===== src/common/stackPkg.sv =====
`default_nettype none

package stackPkg;

    // ****************************************
    // storage geometry
    // ****************************************

    // five entries, addressed modulo five.
    localparam int stackDepth = 5;

    localparam int dataWidth = 4;

    // pointer and addresses hold 0..4 only.
    localparam int ptrWidth = 3;

    // index 5..7 folds back to 0..2.
    localparam int indexWidth = 3;

    // highest legal pointer value, where increment wraps.
    localparam logic [ptrWidth-1:0] lastPtr = ptrWidth'(stackDepth - 1);

    // ****************************************
    // command encodings
    // ****************************************

    localparam int commandWidth = 2;

    localparam logic [commandWidth-1:0] cmdNop  = 2'd0;  // idle.
    localparam logic [commandWidth-1:0] cmdPush = 2'd1;  // write then increment.
    localparam logic [commandWidth-1:0] cmdPop  = 2'd2;  // decrement then read.
    localparam logic [commandWidth-1:0] cmdGet  = 2'd3;  // read below top, pointer kept.

endpackage : stackPkg

`default_nettype wire


===== src/common/stackMemIf.sv =====
`timescale 1ns/10ps
`default_nettype none

// request side is combinational, completes at the next CLK edge.
interface stackMemIf;

    logic                           writeEnable;
    logic [stackPkg::ptrWidth-1:0]  writeAddr;
    logic [stackPkg::dataWidth-1:0] writeData;

    logic                           readEnable;
    logic [stackPkg::ptrWidth-1:0]  readAddr;
    logic [stackPkg::dataWidth-1:0] readData;  // registered in storage.

    modport control (
        output writeEnable,
        output writeAddr,
        output writeData,
        output readEnable,
        output readAddr,
        input  readData
    );

    modport storage (
        input  writeEnable,
        input  writeAddr,
        input  writeData,
        input  readEnable,
        input  readAddr,
        output readData
    );

endinterface : stackMemIf

`default_nettype wire


===== src/hw/stackControl.sv =====
`timescale 1ns/10ps
`default_nettype none

module stackControl (
    input  logic                              CLK,
    input  logic                              reset,
    input  logic [stackPkg::commandWidth-1:0] command,
    input  logic [stackPkg::indexWidth-1:0]   index,
    input  logic [stackPkg::dataWidth-1:0]    dataIn,
    stackMemIf.control                        mem
);

    // ****************************************
    // modulo-five helpers
    // ****************************************

    function automatic logic [stackPkg::ptrWidth-1:0] modIncrement(
        input logic [stackPkg::ptrWidth-1:0] value
    );
        logic [stackPkg::ptrWidth-1:0] result;
        if (value == stackPkg::lastPtr) begin
            result = '0;
        end else begin
            result = value + 1'b1;
        end
        return result;
    endfunction

    function automatic logic [stackPkg::ptrWidth-1:0] modDecrement(
        input logic [stackPkg::ptrWidth-1:0] value
    );
        logic [stackPkg::ptrWidth-1:0] result;
        if (value == '0) begin
            result = stackPkg::lastPtr;  // wraps below entry zero.
        end else begin
            result = value - 1'b1;
        end
        return result;
    endfunction

    // index values past the last entry fold back once.
    function automatic logic [stackPkg::ptrWidth-1:0] foldIndex(
        input logic [stackPkg::indexWidth-1:0] value
    );
        logic [stackPkg::indexWidth-1:0] folded;
        folded = value;
        if (value >= (stackPkg::indexWidth)'(stackPkg::stackDepth)) begin
            folded = value - (stackPkg::indexWidth)'(stackPkg::stackDepth);
        end
        return (stackPkg::ptrWidth)'(folded);
    endfunction

    // a - b modulo five, both operands already in 0..4.
    function automatic logic [stackPkg::ptrWidth-1:0] modSubtract(
        input logic [stackPkg::ptrWidth-1:0] a,
        input logic [stackPkg::ptrWidth-1:0] b
    );
        logic [stackPkg::ptrWidth:0] wide;
        wide = {1'b0, a} + (stackPkg::ptrWidth + 1)'(stackPkg::stackDepth) - {1'b0, b};
        if (wide >= (stackPkg::ptrWidth + 1)'(stackPkg::stackDepth)) begin
            wide = wide - (stackPkg::ptrWidth + 1)'(stackPkg::stackDepth);
        end
        return wide[stackPkg::ptrWidth-1:0];
    endfunction

    // ****************************************
    // command decode
    // ****************************************

    logic isPush;
    logic isPop;
    logic isGet;

    assign isPush = (command == stackPkg::cmdPush);
    assign isPop  = (command == stackPkg::cmdPop);
    assign isGet  = (command == stackPkg::cmdGet);

    // ****************************************
    // top pointer
    // ****************************************

    logic [stackPkg::ptrWidth-1:0] topPtr;
    logic [stackPkg::ptrWidth-1:0] belowTop;  // entry last pushed.
    logic [stackPkg::ptrWidth-1:0] getAddr;

    assign belowTop = modDecrement(topPtr);
    assign getAddr  = modSubtract(belowTop, foldIndex(index));

    always_ff @(posedge CLK) begin
        if (reset) begin
            topPtr <= '0;
        end else if (isPush) begin
            topPtr <= modIncrement(topPtr);
        end else if (isPop) begin
            topPtr <= belowTop;
        end
        // nop and get keep the pointer.
    end

    // ****************************************
    // storage requests
    // ****************************************

    always_comb begin
        mem.writeEnable = isPush;
        mem.writeAddr   = topPtr;  // push lands at the current top.
        mem.writeData   = dataIn;
        mem.readEnable  = isPop | isGet;
        mem.readAddr    = isGet ? getAddr : belowTop;
    end

endmodule : stackControl

`default_nettype wire


===== src/hw/stackStorage.sv =====
`timescale 1ns/10ps
`default_nettype none

module stackStorage (
    input  logic                           CLK,
    input  logic                           reset,
    stackMemIf.storage                     mem,
    output logic [stackPkg::dataWidth-1:0] dataOut,
    output logic                           dataValid
);

    // ****************************************
    // register file
    // ****************************************

    logic [stackPkg::dataWidth-1:0] entries [stackPkg::stackDepth];

    always_ff @(posedge CLK) begin
        if (reset) begin
            for (int i = 0; i < stackPkg::stackDepth; i++) begin
                entries[i] <= '0;
            end
        end else if (mem.writeEnable) begin
            entries[mem.writeAddr] <= mem.writeData;
        end
    end

    // ****************************************
    // registered read port
    // ****************************************

    // read samples the array before any write at the same edge.
    always_ff @(posedge CLK) begin
        if (reset) begin
            mem.readData <= '0;
            dataValid    <= 1'b0;
        end else begin
            dataValid <= mem.readEnable;  // high for one cycle only.
            if (mem.readEnable) begin
                mem.readData <= entries[mem.readAddr];
            end
        end
    end

    // holds the last read value between reads.
    assign dataOut = mem.readData;

endmodule : stackStorage

`default_nettype wire


===== src/hw/stackTop.sv =====
`timescale 1ns/10ps
`default_nettype none

module stackTop (
    input  logic                              CLK,
    input  logic                              reset,
    input  logic [stackPkg::commandWidth-1:0] command,
    input  logic [stackPkg::indexWidth-1:0]   index,
    input  logic [stackPkg::dataWidth-1:0]    dataIn,
    output logic [stackPkg::dataWidth-1:0]    dataOut,
    output logic                              dataValid
);

    // ****************************************
    // control to storage link
    // ****************************************

    stackMemIf memBus ();

    // ****************************************
    // pointer and address generation
    // ****************************************

    stackControl controlUnit (
        .CLK     (CLK),
        .reset   (reset),
        .command (command),
        .index   (index),
        .dataIn  (dataIn),
        .mem     (memBus.control)
    );

    // ****************************************
    // five-entry register file
    // ****************************************

    // read data shows up one cycle after a pop or get.
    stackStorage storageUnit (
        .CLK       (CLK),
        .reset     (reset),
        .mem       (memBus.storage),
        .dataOut   (dataOut),
        .dataValid (dataValid)
    );

endmodule : stackTop

`default_nettype wire


===== config.mk =====
export PLATFORM = sky130hd
export DESIGN_NAME = stackTop
export DESIGN_NICKNAME = d
export VERILOG_FILES = /design/src/common/stackPkg.sv /design/src/common/stackMemIf.sv /design/src/hw/stackControl.sv /design/src/hw/stackStorage.sv /design/src/hw/stackTop.sv
export SDC_FILE = /design/constraint.sdc
export NUM_CORES = 1
export LEC_CHECK = 0
export BUFFER_PORTS_ARGS = -buffer_cell sky130_fd_sc_hd__buf_2
export CORE_MARGIN = 1
export CORE_UTILIZATION = 33
export DETAILED_ROUTE_END_ITERATION = 16
export HOLD_SLACK_MARGIN = 0.03
export RECOVER_POWER = 100
export SLEW_MARGIN = 0
export SYNTH_ARGS = -nofsm -noshare
export SYNTH_HDL_FRONTEND = slang
export SYNTH_SLANG_ARGS = --single-unit

===== constraint.sdc =====
create_clock -name CLK -period 4.2 [get_ports CLK]
set_input_delay 0.84 -clock CLK [delete_from_list [all_inputs] [get_ports CLK]]
set_output_delay 0.84 -clock CLK [all_outputs]
set_load 0.01 [all_outputs]

==> summary.md <==
| Metric | Value |
|---|---|
| Run status | `finished clean` |
| Root buffer cell | `clkbuf_8` |
| R2r startpoint | `controlUnit.mem.writeAddr[0]` |
| Terminus of the critical flop-to-flop path | `storageUnit.dataOut[1]` |
| Maximum vdd drop | `about 0.12 mV` |
| Critical Path RT | `about 4400 ps` |
| Remaining DRCs | `0` |
| Unique masters post-synth | `between 40 and 50` |
| Internal power | `0.709 mW` |
| Seq/Total Area, Yosys | `approximately half` |
| Top cells by area, synth | `edfxtp_1 (41%), ha_1 (8.1%), dfxtp_1 (6.9%)` |
| GRT Util Overall | `13.2%` |
| Final setup viols | `0` |
| Setup crit start kind | `input port` |
| CTS Buf Count | `5` |
| #FFs+latches synth | `40` |
| Ratio of cells with drive above 1 in the final layout | `between 10 and 15%` |
| # hold bufs at CTS | `0` |
| Area leader, netlist | `edfxtp_1` |
| Post-route design area | `~2500 um^2` |
| Fin. max-slew vios | `0` |
| Synth warn | `0` |
| Nets@finish | `252` |
| Worst Hold Class | `register to register` |
| Via count | `~1500` |
| Slew HR | `between 50% and 60%` |
| Post-CTS Setup Bufs | `0` |
| Psw | `roughly 0.38 mW` |
| Clk sink count | `40` |
| Flop2flop setup slack | `around 450 ps` |
| Maximum buffer depth of the clock tree | `2` |
| Reg power frac | `between 40% and 50%` |
| Setup TNS | `0 ps` |
| Fin cells | `between 300 and 400` |
| Hold WS | `534 ps` |
| Syn_nets | `about 240` |
| Htree depth | `2` |
| Hold wc startpoint | `storageUnit.dataOut[3]` |
| Port Buf Inserts | `15` |
| Maximum fanout along the worst path | `12` |
| Critical path endpoint | `storageUnit.dataOut[1]` |
| Sw Ratio | `34.9%` |
| Worst Skew | `6.82 ps` |
| First-pass DRT Iterations | `4` |
| Final period util | `between 80 and 90%` |
| Placed cell areas | `approximately 2500 um^2` |
| CTS tree | `built` |
| Final hold viol count | `0` |
| Worst Path Arrival | `3960 ps` |
| Largest net degree at the start of global routing | `15` |
| Power Density | `about 430 nW/um^2` |
| CORE AREA | `6790 um^2` |
| Post-layout util | `approximately 37%` |
| Asr flop ratio synth | `0%` |
| DIE WIDTH | `roughly 86 um` |
| Remaining Overflow, GRT | `0` |
| Starting Density | `~34%` |
| Mapped Cells | `about 210` |
| Vias per std cell | `~4.8` |
| Fmax | `265 MHz` |
| Initial antenna violation count | `0` |
| I/O pins | `16` |
| Number of cell rows | `30` |
| Worst reg2reg path depth | `13` |
| Die Ht | `85.8 um` |
| Syn_area_per_cell | `approximately 11 um^2` |
| Skew-Pair Late Insertion Delay | `just under 300 ps` |
| Inserted Diodes | `0` |
| DP Wirelength | `3490 um` |
| Setup crit start | `index[1]` |
| Final GP Congestion | `approximately 0.73` |
| Post-synth top area share | `roughly 41%` |
| Total of max-cap violations | `0` |
| Worst Tran Pin Value | `~620 ps` |
| Clk pwr share | `approximately 23%` |
| First-pass GRT wire length | `~7400 um` |
| Total wire length | `around 4500 um` |
| EDFF count, synth | `32` |
| CP endpoint kind | `register` |
| Tmin final | `approximately 3800 ps` |
| Post-DRT Antenna Nets | `0` |
| DP Cell Count | `approximately 310` |
| Crit Path Class | `input port to register` |
| Clock transition at path regs | `80 ps` |
| Combinational share of power | `around a third` |
| Post-CTS sizing | `0` |
| Synthesized area | `2320 um^2` |
| Leak pwr | `~0.95 nW` |
| RSZ-0062 raised after global routing | `no` |
| Synth Flop Type | `edfxtp_1` |
| DR iter-0 viols | `slightly below 80` |
| Fillers | `between 600 and 700` |
| Die area | `roughly 7400 um^2` |
| Area Overhead vs Synth | `9.71%` |
| Vias in the first global route | `roughly 1500` |
| Routed WL per cell | `~14 um` |
[layer usage]
layer | track usage (%) | wire, um | vias to the layer above
li1 | - | - | 792
met1 | 17.7 | 2250 | 706
met2 | 21.5 | 2080 | 23
met3 | 2.60 | 115 | 9
met4 | 4.24 | 81 | 0
met5 | 0 | 0 | -
[cell usage after synthesis (all sizes together) (5+ instances only)]
cell and n:
edfxtp 32, and2 20, nor2 19, inv 18, ha 15, nand2 11, a211oi 10, dfxtp 8
and3 6, nand3 6, o21ai 6, o211ai 5
[through the flow]
step	setup WS [ps]	power [mW]
after floorplan	555	0.791
after global placement	229	0.852
after detailed placement	124	0.858
after CTS	435	1.11
after global routing	97.6	1.15
final	421	1.09
[layout by cell type (no fill, tap or decap), types with 3 or more instances in the layout]
cell / Yosys / final
inv_1: 18 / 18
edfxtp_1: 32 / 32
nand2_1: 10 / 10
o21ai_0: 6 / 6
nor2_1: 19 / 19
ha_1: 15 / 15
a311oi_1: 3 / 3
buf_2: 1 / 5
and3_1: 6 / 6
and2_1: 20 / 5
a211oi_1: 5 / 6
o211ai_1: 2 / 3
mux2i_1: 4 / 4
clkbuf_1: 4 / 10
o31a_1: 3 / 3
clkbuf_8: 0 / 5
nor3_1: 3 / 3
a211oi_2: 5 / 4
o2111ai_1: 3 / 3
nand3_1: 6 / 6
dfxtp_1: 8 / 8
or2_2: 3 / 3
nand2b_1: 3 / 3
and2_0: 0 / 15
[sequential cells by signal, indices dropped and copies added (netlist names)]
| signal | count |
|---|---|
| storageUnit.dataOut | 4 |
| controlUnit.mem.writeAddr | 3 |
| storageUnit.dataValid | 1 |
| storageUnit.entries | 32 |
[cell families (layout without fill, tap and decap cells)]
logic type	after synthesis	in the layout	synth area share, %
adder cells (fa/ha/maj)	16	16	8.96
multiplexers	5	5	2.37
buffers and inverters	25	42	4.75
flip-flops	40	40	48.4
XOR/XNOR	1	1	0.378
AND/OR/NAND/NOR	76	76	17.3
AO/OA/AOI/OAI	46	46	17.9
[final cells by class]
cell class | instances | area (um^2) | share of cell area (%)
Clock buffer | 5 | 68.8 | 2.71
Clock inverter | 3 | 18.8 | 0.738
Inverter | 18 | 67.6 | 2.66
Multi-Input combinational cell | 144 | 1080 | 42.4
Sequential cell | 40 | 1120 | 44.1
Tap cell | 96 | 120 | 4.72
Timing Repair Buffer | 16 | 70.1 | 2.75
[how the worst min path moves through the flow]
| stage | endpoint | depth (start not counted) | slack (ps) |
|---|---|---|---|
| after detailed placement | storageUnit.dataOut[3] | 2 | 520 |
| final | storageUnit.dataOut[3] | 2 | 530 |
| after global placement | storageUnit.dataOut[3] | 2 | 520 |
| after global routing | storageUnit.dataOut[3] | 2 | 580 |
| after floorplan | controlUnit.mem.writeAddr[2] | 2 | 510 |
| after CTS | storageUnit.dataOut[3] | 2 | 530 |
[critical path, cell delays in order]
cell and delay, ps:
buf_2 100, inv_1 60, ha_1 200, o21ai_0 150, a22oi_1 90, ha_1 280
inv_1 40, ha_1 190, fa_1 370, xnor2_1 420, o21a_2 300, o211ai_2 270
a211oi_1 260, a211oi_1 80, o31a_1 300
[power groups by stage]
stage | logic (mW) | clock network (mW) | registers, mW
after detailed placement | 0.385 | 0 | 0.472
after global routing | 0.420 | 0.268 | 0.466
final | 0.376 | 0.249 | 0.463
after CTS | 0.387 | 0.255 | 0.463
after global placement | 0.380 | 0 | 0.472
after floorplan | 0.322 | 0 | 0.470
No activity file was read; power rests on OpenSTA's default activity.
